==> src/ext_cfg.svh <==
// Widths, slot count, opcodes and reset PC for the instruction-extract stage
// Included by the package and by every module that sizes a port or decodes
`ifndef EXT_CFG_SVH
`define EXT_CFG_SVH

// Group geometry
`define EXT_SLOTS       4
`define EXT_INSN_BITS   48
`define EXT_PARCEL_BITS 16
`define EXT_LINE_BITS   512
`define EXT_PC_BITS     32
`define EXT_IPL_BITS    6

// Default target and return address when nothing is found
`define EXT_RESET_PC    32'hFFFC0000

// Reduced opcode set, anything else is ordinary
`define EXT_OP_NOP      7'h00
`define EXT_OP_BSR      7'h20
`define EXT_OP_JSR      7'h21
`define EXT_OP_BCC      7'h22
`define EXT_OP_RTD      7'h23

`endif
==> src/ext_pkg.sv <==
// Shared types of the instruction-extract stage
// Instruction word views, slot arrays, the formed group and the flow result
`include "ext_cfg.svh"

package ext_pkg;

	// ====================
	// Instruction word
	// ====================

	// Short branch form, used by BSR and BCC
	typedef struct packed {
		logic signed [31:0] disp;    // Byte displacement from slot PC
		logic [5:0]         rs1;
		logic [2:0]         cond;
		logic [6:0]         opcode;
	} insn_br_short_t;

	// Long jump form, used by JSR
	typedef struct packed {
		logic [40:0] addr;           // Absolute target in low 32 bits
		logic [6:0]  opcode;
	} insn_jmp_long_t;

	// Same 48 bits read either way, opcode sits at the bottom in both
	typedef union packed {
		insn_br_short_t br_short;
		insn_jmp_long_t jmp_long;
	} insn_word_u;

	// ====================
	// Group types
	// ====================

	// Four slots, slot 0 in the low bits
	typedef insn_word_u [`EXT_SLOTS-1:0] insn_slots_t;

	// One valid bit per slot
	typedef logic [`EXT_SLOTS-1:0] slot_mask_t;

	// Control-flow result for one group
	typedef struct packed {
		logic                    do_branch;
		logic                    do_call;
		logic                    do_ret;
		logic [`EXT_PC_BITS-1:0] target;
		logic [`EXT_PC_BITS-1:0] ret_pc;
	} flow_t;

	// Aligned group as handed to the flow select and skid register
	typedef struct packed {
		logic [`EXT_PC_BITS-1:0]  pc0;
		insn_slots_t              slots;
		slot_mask_t               slot_valid;
		logic                     hwi;
		logic [`EXT_IPL_BITS-1:0] old_ipl;
	} group_t;

endpackage

==> src/ext_group_if.sv <==
// Internal link from the group former to the skid register
// The former drives the group, the select side adds flow and returns ready
`timescale 1ns/100ps

interface ext_group_if;
	import ext_pkg::*;

	// Handshake
	logic   valid;
	logic   ready;

	// Payload
	group_t group;
	flow_t  flow;

	// Producer side
	modport former (
		output valid,
		output group,
		input  ready
	);

	// Consumer side, flow select drives flow and skid register drives ready
	modport sel (
		input  valid,
		input  group,
		output flow,
		output ready
	);

endinterface

==> src/ext_top.sv <==
// Instruction-extract stage of the superscalar front end
// Takes one fetch group per handshake and delivers the aligned, masked
// slots with the first control-flow decision one cycle later
`timescale 1ns/100ps
`include "ext_cfg.svh"

module ext_top (
	input  logic                      clk,
	input  logic                      rst_i,
	// Fetch side
	input  logic                      in_valid_i,
	output logic                      in_ready_o,
	input  logic [`EXT_PC_BITS-1:0]   pc0_i,
	input  logic [`EXT_LINE_BITS-1:0] cline_i,
	input  logic                      irq_i,
	input  logic [`EXT_IPL_BITS-1:0]  ipl_i,
	input  logic                      ssm_i,
	input  logic                      miss_i,
	input  logic [`EXT_PC_BITS-1:0]   miss_pc_i,
	// Decode side
	output logic                      out_valid_o,
	input  logic                      out_ready_i,
	output logic [`EXT_PC_BITS-1:0]   pc0_o,
	output ext_pkg::insn_slots_t      slots_o,
	output ext_pkg::slot_mask_t       slot_valid_o,
	output logic                      hwi_o,
	output logic [`EXT_IPL_BITS-1:0]  old_ipl_o,
	output logic                      do_branch_o,
	output logic                      do_call_o,
	output logic                      do_ret_o,
	output logic [`EXT_PC_BITS-1:0]   target_o,
	output logic [`EXT_PC_BITS-1:0]   ret_pc_o
);
	import ext_pkg::*;

	group_t out_grp;
	flow_t  out_flow;

	ext_group_if grp_if ();

	ext_group_former u_former (
		.clk       (clk),
		.rst_i     (rst_i),
		.in_valid_i(in_valid_i),
		.pc0_i     (pc0_i),
		.cline_i   (cline_i),
		.irq_i     (irq_i),
		.ipl_i     (ipl_i),
		.ssm_i     (ssm_i),
		.miss_i    (miss_i),
		.miss_pc_i (miss_pc_i),
		.grp       (grp_if.former)
	);

	ext_flow_select u_select (
		.grp(grp_if.sel)
	);

	ext_skid_reg u_skid (
		.clk        (clk),
		.rst_i      (rst_i),
		.grp        (grp_if.sel),
		.out_valid_o(out_valid_o),
		.out_ready_i(out_ready_i),
		.group_o    (out_grp),
		.flow_o     (out_flow)
	);

	// Fetch sees the skid register's ready directly
	assign in_ready_o = grp_if.ready;

	// Split registered result into plain ports
	assign pc0_o        = out_grp.pc0;
	assign slots_o      = out_grp.slots;
	assign slot_valid_o = out_grp.slot_valid;
	assign hwi_o        = out_grp.hwi;
	assign old_ipl_o    = out_grp.old_ipl;
	assign do_branch_o  = out_flow.do_branch;
	assign do_call_o    = out_flow.do_call;
	assign do_ret_o     = out_flow.do_ret;
	assign target_o     = out_flow.target;
	assign ret_pc_o     = out_flow.ret_pc;

endmodule

==> src/ext_skid_reg.sv <==
// Two-entry output register between the extract logic and the decoder
// Ready toward the former is registered and drops only when both entries
// are full, items leave in arrival order
`timescale 1ns/100ps

module ext_skid_reg (
	input  logic           clk,
	input  logic           rst_i,
	ext_group_if.sel       grp,
	output logic           out_valid_o,
	input  logic           out_ready_i,
	output ext_pkg::group_t group_o,
	output ext_pkg::flow_t  flow_o
);
	import ext_pkg::*;

	logic   in_fire;
	logic   main_v_q, main_v_d;
	logic   skid_v_q, skid_v_d;
	logic   ready_q;
	logic   load_main_in;
	logic   load_main_skid;
	logic   load_skid;
	group_t main_grp_q, skid_grp_q;
	flow_t  main_flow_q, skid_flow_q;

	assign in_fire = grp.valid && ready_q;

	// Next occupancy and which register loads from where
	always_comb begin
		main_v_d       = main_v_q;
		skid_v_d       = skid_v_q;
		load_main_in   = 1'b0;
		load_main_skid = 1'b0;
		load_skid      = 1'b0;
		if (!main_v_q || out_ready_i) begin
			// Main frees up, oldest item moves in first
			if (skid_v_q) begin
				load_main_skid = 1'b1;
				main_v_d       = 1'b1;
				load_skid      = in_fire;
				skid_v_d       = in_fire;
			end else begin
				load_main_in = in_fire;
				main_v_d     = in_fire;
			end
		end else if (in_fire) begin
			// Output stalled, park the new item
			load_skid = 1'b1;
			skid_v_d  = 1'b1;
		end
	end

	// Control state
	always_ff @(posedge clk) begin
		if (rst_i) begin
			main_v_q <= 1'b0;
			skid_v_q <= 1'b0;
			ready_q  <= 1'b0;
		end else begin
			main_v_q <= main_v_d;
			skid_v_q <= skid_v_d;
			ready_q  <= !(main_v_d && skid_v_d);
		end
	end

	// Payload
	always_ff @(posedge clk) begin
		if (load_main_skid) begin
			main_grp_q  <= skid_grp_q;
			main_flow_q <= skid_flow_q;
		end else if (load_main_in) begin
			main_grp_q  <= grp.group;
			main_flow_q <= grp.flow;
		end
		if (load_skid) begin
			skid_grp_q  <= grp.group;
			skid_flow_q <= grp.flow;
		end
	end

	assign grp.ready   = ready_q;
	assign out_valid_o = main_v_q;
	assign group_o     = main_grp_q;
	assign flow_o      = main_flow_q;

endmodule

==> src/ext_flow_select.sv <==
// Finds the first call, branch or return among the valid slots of a group
// Also picks the return address of the lowest valid call
// Purely combinational, result travels next to the group on the link
`timescale 1ns/100ps
`include "ext_cfg.svh"

module ext_flow_select (
	ext_group_if.sel grp
);
	import ext_pkg::*;

	localparam logic [`EXT_PC_BITS-1:0] INSN_BYTES = `EXT_INSN_BITS / 8;

	logic [`EXT_PC_BITS-1:0] slot_pc  [`EXT_SLOTS];
	logic [`EXT_PC_BITS-1:0] slot_tgt [`EXT_SLOTS];
	logic [`EXT_SLOTS-1:0]   is_call;
	logic [`EXT_SLOTS-1:0]   is_jump;
	logic [`EXT_SLOTS-1:0]   is_ret;
	logic                    found;
	flow_t                   flow;

	// ====================
	// Per-slot decode
	// ====================

	for (genvar n = 0; n < `EXT_SLOTS; n++) begin : g_dec
		assign slot_pc[n] = grp.group.pc0 + INSN_BYTES * n;

		ext_branch_decode u_dec (
			.slot_pc_i (slot_pc[n]),
			.insn_i    (grp.group.slots[n]),
			.is_call_o (is_call[n]),
			.is_jump_o (is_jump[n]),
			.is_ret_o  (is_ret[n]),
			.target_o  (slot_tgt[n])
		);
	end

	// ====================
	// Priority pick
	// ====================

	always_comb begin
		flow.do_branch = 1'b0;
		flow.do_call   = 1'b0;
		flow.do_ret    = 1'b0;
		flow.target    = `EXT_RESET_PC;
		flow.ret_pc    = `EXT_RESET_PC;
		found          = 1'b0;

		// Lowest valid slot with a jump or return wins
		for (int i = 0; i < `EXT_SLOTS; i++) begin
			if (!found && grp.group.slot_valid[i]) begin
				if (is_jump[i]) begin
					found          = 1'b1;
					flow.do_branch = 1'b1;
					flow.do_call   = is_call[i];
					flow.target    = slot_tgt[i];
				end else if (is_ret[i]) begin
					// Return target comes from the return stack later
					found       = 1'b1;
					flow.do_ret = 1'b1;
				end
			end
		end

		// Walk downward so the lowest valid call is left standing
		for (int i = `EXT_SLOTS - 1; i >= 0; i--) begin
			if (grp.group.slot_valid[i] && is_call[i])
				flow.ret_pc = slot_pc[i] + INSN_BYTES;
		end
	end

	assign grp.flow = flow;

endmodule

==> src/ext_group_former.sv <==
// Forms one instruction group per accepted fetch
// Aligns the cache line to the PC parcel, cuts four slots and masks them
// for interrupt, branch miss, single step and repeated groups
`timescale 1ns/100ps
`include "ext_cfg.svh"

module ext_group_former (
	input  logic                     clk,
	input  logic                     rst_i,
	input  logic                     in_valid_i,
	input  logic [`EXT_PC_BITS-1:0]  pc0_i,
	input  logic [`EXT_LINE_BITS-1:0] cline_i,
	input  logic                     irq_i,
	input  logic [`EXT_IPL_BITS-1:0] ipl_i,
	input  logic                     ssm_i,
	input  logic                     miss_i,
	input  logic [`EXT_PC_BITS-1:0]  miss_pc_i,
	ext_group_if.former              grp
);
	import ext_pkg::*;

	// Top bit of the parcel index within a line
	localparam int PIDX_HI = $clog2(`EXT_LINE_BITS / 8) - 1;
	localparam int WIN_BITS = `EXT_SLOTS * `EXT_INSN_BITS;
	localparam logic [`EXT_PC_BITS-1:0] INSN_BYTES = `EXT_INSN_BITS / 8;

	logic [`EXT_LINE_BITS-1:0] line_shifted;
	insn_slots_t               window;
	logic                      accept;
	logic                      redundant;
	slot_mask_t                slot_valid;
	group_t                    grp_d;

	// Previous accepted group
	logic                      prev_valid_q;
	logic                      prev_ssm_q;
	logic [`EXT_PC_BITS-1:0]   prev_pc0_q;
	insn_slots_t               prev_window_q;

	// ====================
	// Alignment
	// ====================

	// Shift by parcel index, vacated bits fill with zero which decodes as NOP
	assign line_shifted = cline_i >> (pc0_i[PIDX_HI:1] * `EXT_PARCEL_BITS);
	assign window = line_shifted[WIN_BITS-1:0];

	// Input handshake passes straight through
	assign accept = in_valid_i && grp.ready;

	// Same PC and same aligned bits as last time means nothing new
	assign redundant = prev_valid_q && (prev_pc0_q == pc0_i) && (prev_window_q == window);

	// ====================
	// Slot masking
	// ====================

	for (genvar n = 0; n < `EXT_SLOTS; n++) begin : g_slot
		logic [`EXT_PC_BITS-1:0] slot_pc;
		logic                    miss_kill;
		logic                    step_kill;

		assign slot_pc = pc0_i + INSN_BYTES * n;
		// Slots ahead of the miss PC belong to the wrong path
		assign miss_kill = miss_i && (miss_pc_i > slot_pc);
		// Single step lets slot 0 through once only
		assign step_kill = ssm_i && ((n != 0) || prev_ssm_q);
		assign slot_valid[n] = !(irq_i || redundant || miss_kill || step_kill);
	end

	// Assemble outgoing group
	always_comb begin
		grp_d.pc0        = pc0_i;
		grp_d.slots      = window;
		grp_d.slot_valid = slot_valid;
		grp_d.hwi        = irq_i;
		grp_d.old_ipl    = ipl_i;
	end

	assign grp.valid = in_valid_i;
	assign grp.group = grp_d;

	// ====================
	// History state
	// ====================

	// Control flags, advance only on an accepted input
	always_ff @(posedge clk) begin
		if (rst_i) begin
			prev_valid_q <= 1'b0;
			prev_ssm_q   <= 1'b0;
		end else if (accept) begin
			prev_valid_q <= 1'b1;
			prev_ssm_q   <= ssm_i;
		end
	end

	// Compare data, only looked at once prev_valid_q is set
	always_ff @(posedge clk) begin
		if (accept) begin
			prev_pc0_q    <= pc0_i;
			prev_window_q <= window;
		end
	end

endmodule

==> src/ext_branch_decode.sv <==
// Classifies one slot for control flow and computes its target
// One instance per slot inside the flow select
`timescale 1ns/100ps
`include "ext_cfg.svh"

module ext_branch_decode (
	input  logic [`EXT_PC_BITS-1:0] slot_pc_i,
	input  ext_pkg::insn_word_u     insn_i,
	output logic                    is_call_o,
	output logic                    is_jump_o,
	output logic                    is_ret_o,
	output logic [`EXT_PC_BITS-1:0] target_o
);

	logic [6:0] op;

	// Opcode field is in the same place in both views
	assign op = insn_i.br_short.opcode;

	// Calls push a return address
	assign is_call_o = (op == `EXT_OP_BSR) || (op == `EXT_OP_JSR);

	// Anything that redirects to a computed target
	assign is_jump_o = is_call_o || (op == `EXT_OP_BCC);

	assign is_ret_o = (op == `EXT_OP_RTD);

	// Target per form
	always_comb begin
		case (op)
			// PC relative, disp is already full width and signed
			`EXT_OP_BSR,
			`EXT_OP_BCC: target_o = slot_pc_i + insn_i.br_short.disp;
			// Absolute, upper address bits are ignored
			`EXT_OP_JSR: target_o = insn_i.jmp_long.addr[`EXT_PC_BITS-1:0];
			default:     target_o = `EXT_RESET_PC;
		endcase
	end

endmodule

==> config.mk <==
export PLATFORM = sky130hd
export DESIGN_NAME = ext_top
export DESIGN_NICKNAME = d
export VERILOG_FILES = /design/src/ext_pkg.sv /design/src/ext_group_if.sv /design/src/ext_top.sv /design/src/ext_skid_reg.sv /design/src/ext_flow_select.sv /design/src/ext_group_former.sv /design/src/ext_branch_decode.sv
export VERILOG_INCLUDE_DIRS = /design/src
export SDC_FILE = /design/constraint.sdc
export NUM_CORES = 2
export LEC_CHECK = 0
export BUFFER_PORTS_ARGS = -buffer_cell sky130_fd_sc_hd__buf_2
export CAP_MARGIN = 20
export CORE_ASPECT_RATIO = 1.25
export CORE_MARGIN = 3
export CORE_UTILIZATION = 40
export CTS_CLUSTER_SIZE = 20
export DETAILED_ROUTE_END_ITERATION = 7
export PLACE_DENSITY_LB_ADDON = 0.2
export RECOVER_POWER = 50
export SYNTH_ARGS = -nofsm -noshare
export SYNTH_HDL_FRONTEND = slang
export SYNTH_SLANG_ARGS = --single-unit
==> constraint.sdc <==
create_clock -name clk -period 33.7 [get_ports clk]
set_clock_uncertainty 0.15 [all_clocks]
set_input_delay 3.37 -clock clk [delete_from_list [all_inputs] [get_ports clk]]
set_output_delay 3.37 -clock clk [all_outputs]
set_load 0.01 [all_outputs]
=== Word-level counts from Yosys, hierarchy flattened ===
Index checks and enable logic that the tools add are counted.

* Flip-flop bits (word level): 833
* Input port bits: 589
* Output and inout port bits: 304

* $add $sub $neg: 10
* Order comparisons: 4
* Eq/ne operators: 18
* Shift operators: 1
* Mux-type cells: 51
* Reductions and logical operators: 48

{| class="wikitable"
|+ Operator list
! operator !! count
|-
| $shr 512x9->192 || 1
|-
| $mux 235 || 2
|-
| $mux 32 || 8
|-
| $pmux 32 s2 || 4
|-
| $eq 192x192->1 || 1
|-
| $mux 35 || 4
|-
| $mux 67 || 2
|-
| $add 32x3->32 const B || 4
|-
| $add 32x32->32 || 4
|-
| $gt 32x32->1 || 4
|-
| $eq 7x6->1 const B || 16
|-
| $add 32x4->32 const B || 1
|-
| $add 32x5->32 const B || 1
|-
| $eq 32x32->1 || 1
|-
| $mux 1 || 27
|-
| $logic_or 1x1->1 || 18
|-
| $logic_and 1x1->1 || 16
|-
| $logic_not 1->1 || 9
|-
| $mux 2 || 4
|-
| $reduce_or 2->1 || 4
|-
| $reduce_bool 2->1 || 1
|}

=== Logic depth before layout (Yosys ltp) ===
* Word-level depth: 18
* Depth in mapped cells: 29
* Mapped depth without buffers: 21

=== Worst setup path after synthesis ===
No wires, ideal clock.

* Kind: input -> register
* From: input in_valid_i
* To: register u_skid.main_flow_q, in the netlist u_skid.flow_o[0] (enable)
* Library setup time: 969 ps
* Data arrival time: 23118 ps
* Required time: 32581 ps
* Slack: 9463 ps
* Stages: 4
* Path through: and2_1 > clkbuf_1 > nor2_1 > nor2_1

* Word-level cells in the longest chain between the ends: 4

{| class="wikitable"
|+ RTL lines
! item !! RTL line !! RTL
|-
| from (decl) || ext_top.sv:11 || <nowiki>input logic in_valid_i,</nowiki>
|-
| $logic_and 1x1->1 || -- ||
|-
| via u_former.accept || ext_group_former.sv:29 || <nowiki>logic accept;</nowiki>
|-
| $mux 1 || ext_skid_reg.sv:38 || <nowiki>if (skid_v_q) begin</nowiki>
|-
| $mux 1 || ext_skid_reg.sv:36 || <nowiki>if (!main_v_q || out_ready_i) begin</nowiki>
|-
| $reduce_bool 2->1 (no line) || -- ||
|-
| to (signal assigned) || ext_skid_reg.sv:71 || <nowiki>main_flow_q <= skid_flow_q;</nowiki>
|-
| to (signal assigned) || ext_skid_reg.sv:74 || <nowiki>main_flow_q <= grp.flow;</nowiki>
|-
| to (decl) || ext_skid_reg.sv:25 || <nowiki>flow_t main_flow_q, skid_flow_q;</nowiki>
|}

The timed path passes the listed nets, and every way through them passes these cells.
A chain may end at the register's enable or synchronous reset.

=== Worst setup path after layout ===
* From: input pc0_i[3]
* To: register u_skid.main_flow_q, in the netlist u_skid.flow_o[8] (data pin)

* Word-level cells in the longest chain between the ends: 14
* Elaborated cells on any way between the ends: 54
* Classes of those cells: add/sub: 6; order compare: 4; eq/ne: 10; shift: 1; mux: 6; reduce/logical: 27

{| class="wikitable"
|+ RTL lines
! item !! RTL line !! RTL
|-
| from (decl) || ext_top.sv:13 || <nowiki>input logic [`EXT_PC_BITS-1:0] pc0_i,</nowiki>
|-
| parallel branches: the longest is 11 deep, another holds $add 32x5->32 || -- ||
|-
| $mux 32 * || ext_flow_select.sv:69 || <nowiki>if (grp.group.slot_valid[i] && is_call[i])</nowiki>
|-
| $mux 67 * || ext_skid_reg.sv:72 || <nowiki>end else if (load_main_in) begin</nowiki>
|-
| $mux 67 * || ext_skid_reg.sv:69 || <nowiki>if (load_main_skid) begin</nowiki>
|}

Every way passes the cells marked *. The select of a mux whose other input is x is not followed.

==> results.cfg <==
[route]
drt-initial-drc-count = 11200
wl_per_cell_um = 47.3
routed_wl_um = 497000
dr_total_vias = 76300
ant_nets = 0
drc_errors = 9
viasPerCell = 7.26
drt-pass1-iter-count = 8

[sta]
slew_headroom_pct = -394
hold_viol_final = 0
drv_slew = 1165
finalSetupViolCount = 0
rsz0062_at_grt = no
final.setup.worst_slack_ns = 16.42
fmax_ghz = 0.0579
finalSetupTns_ns = 0
finalCritPeriodShare_pct = 51.3
min_period_ns = 17.28
worst_slew_pin_slew_ns = 7.40

[cts]
cts_resized = 0
cts_root_buf = clkbuf_16
htree_levels = 3
ctsLongestPathBuffers = 3
numCtsBuffers = 82
clkSinkCount = 833
hold_buffers = 0
post_cts_buffers = 0
clk_pin_slew_ns = 0.07
cts_tree = done
clk_latency_ns = 0.75

[setup_path]
r2r_cells = 4
cp-end-kind = flop
cp_num_buf_inv = 3
cp_max_fo = 84
crit_family = buffers and inverters
critical_path_cell_count = 19
start_kind = input port
path_cells = clkbuf_1, inv_1, ha_1, nor4_1, buf_4, nand2_1, xnor2_2, ha_1, nand4_1, nor4_1, a21boi_0, nand2_1, a21oi_2, or4_1, nand2b_1, a2111oi_0, and2_1, nand2_1, a31oi_1
r2r_setup_slack_ns = 21.43
crit_type = in -> reg
r2r-start = u_skid.grp.ready
cp.required_ns = 34.05
crit_path_end = u_skid.flow_o[8]
cp_slowest_stage_delay_ns = 4.21
cp.arrival_ns = 17.63
path_common_cell = nand2_1
slowest_stage = clkbuf_1
worstReg2RegEnd = u_former.prev_window_q[104]
crit_start = pc0_i[3]

[global_routing]
grt_max_degree = 159
grt_pass1_wl_um = 652000
grt_pass1_vias = 71000
antenna_found_initial = 141
grt_usage_pct = 50.8
grt.overflow.total = 0

[die]
fp.dieW_um = 390
die_height_um = 486
start_util_pct = 40.4
rows = 175
dieArea_sq_mm = 0.190
core_area_sq_mm = 0.183
top_level_ports = 893

[pwr]
vdd_drop_max_mv = 0.0392
leakage_uw = 0.0313
powerDensity_mw_per_mm2 = 43.2
power.total_uw = 3640

[final_layout]
nets = 8806
fin_cells = 10500
area_growth_pct = 14.2
drive_above_1_share_pct = 22.6
nFillCells = 17800

[yosys]
yosysWarnings = 0
syn_nets = 7976
yosysMostFrequentCell = edfxtp_1
yosys.area.top_type = edfxtp_1
syn_area_sq_mm = 0.0738
ys.flop_type = edfxtp_1
synth_edf_count = 828
synthArstFlopShare_pct = 0
synth_top_area_share_pct = 33.7
yosysSeqAreaShare_pct = 33.8
avgSynthCellArea_sq_um = 10.4
synthTopCellsByCount = 828 x edfxtp_1, 629 x nand2_1, 621 x nor2_1
syn_inst = 7131
netlist_top_cells_area = edfxtp_1 34%, mux4_2 14%, mux2i_1 5.6%
ys_ff_latch = 833
ys_types = 116

[status]
status = complete, but fails checks
violations = design-rule violations, max-capacitance violations, max-slew violations

[place]
portBuffers = 892
routabilityCongestion = 1.10
place_inst = 10200
place_ws_ns = 20.16
dpl.hpwl_um = 387000

[hold_path]
hold_class = reg -> reg

[job]
drv_cap = 20
## placed cells by master, fill, tap and decap left out, types with 95 or more instances in the layout
| master | synthesis | routed |
|---|---|---|
| a21oi_1 | 273 | 266 |
| a22oi_1 | 144 | 143 |
| buf_2 | 106 | 553 |
| buf_4 | 74 | 326 |
| clkbuf_1 | 232 | 369 |
| diode_2 | 0 | 95 |
| edfxtp_1 | 828 | 828 |
| ha_1 | 252 | 252 |
| inv_1 | 262 | 260 |
| mux2_2 | 182 | 182 |
| mux2i_1 | 413 | 410 |
| mux4_2 | 446 | 446 |
| nand2_1 | 629 | 628 |
| nand3_1 | 164 | 164 |
| nor2_1 | 621 | 613 |
| nor3_1 | 140 | 137 |
| o21ai_0 | 297 | 293 |
| o22ai_1 | 155 | 150 |
| xnor2_1 | 280 | 271 |
## power by group
part	leakage, uW	switching (uW)	internal (uW)
combinational	0.0223	966	440
sequential	0.00772	25.9	1220
clock	0.00134	451	540
## metrics by stage
stage / util, % / instance area, sq um / hold slack, ns
final: 46.2 / 84300 / 0.354
after global routing: 46.1 / 84200 / 0.389
after CTS: 46.2 / 84400 / 0.358
after detailed placement: 44.7 / 81600 / 0.343
after global placement: 44.6 / 81500 / 0.329
after floorplan: - / 73800 / 0.306
## worst min-delay path by stage
stage	start	slack [ns]	cells after the start	to
after CTS	u_skid.skid_grp_q[73]	0.36	2	u_skid.group_o[73]
after global placement	u_former.prev_ssm_q	0.33	2	u_former.prev_ssm_q
after floorplan	u_former.prev_valid_q	0.31	2	u_former.prev_valid_q
after global routing	u_skid.skid_grp_q[73]	0.39	2	u_skid.group_o[73]
after detailed placement	u_skid.skid_grp_q[44]	0.34	2	u_skid.group_o[44]
final	u_skid.skid_grp_q[44]	0.35	2	u_skid.group_o[44]
## registers in the layout (all words and copies together), names as in the netlist
name and count:
u_skid.out_valid_o 1, u_former.prev_ssm_q 1, u_former.prev_window_q 192, u_skid.flow_o 67, u_former.prev_valid_q 1, u_skid.skid_flow_q 67
u_former.prev_pc0_q 32, u_skid.grp.ready 1, u_skid.group_o 235, u_skid.skid_grp_q 235, u_skid.skid_v_q 1
## tightest hold or removal path, stage by stage, from the launching register on
cell and delay (ns):
edfxtp_1 0.32, nand2_1 0.04, nand2_1 0.04
## kinds of logic after synthesis
kind of cell    synth area share [%]
compound gates                  16.5
xor+xnor                        4.49
fa+ha+maj                       4.42
buf+inv                         5.22
flops                           33.8
mux                             22.1
simple gates                    13.5
## routing by layer
metal | up-vias | track usage [%] | routed length, um
met5 | - | 0 | 418
met4 | 58 | 52.3 | 64900
met3 | 1919 | 17.9 | 59500
met2 | 6792 | 74.6 | 211000
met1 | 37900 | 55.5 | 161000
li1 | 29700 | - | -
## final cells by class
cell class / count / area (sq um) / area share, %
well taps: 2389 / 2990 / 3.55
multi-input cells: 5517 / 45400 / 53.9
inverters: 275 / 1040 / 1.23
flip-flops and latches: 833 / 25000 / 29.6
clock inverters: 51 / 634 / 0.753
repair buffers: 1252 / 6860 / 8.14
clock buffers: 101 / 2150 / 2.56
diodes: 95 / 238 / 0.282
Power figures use the tool's default switching activity.
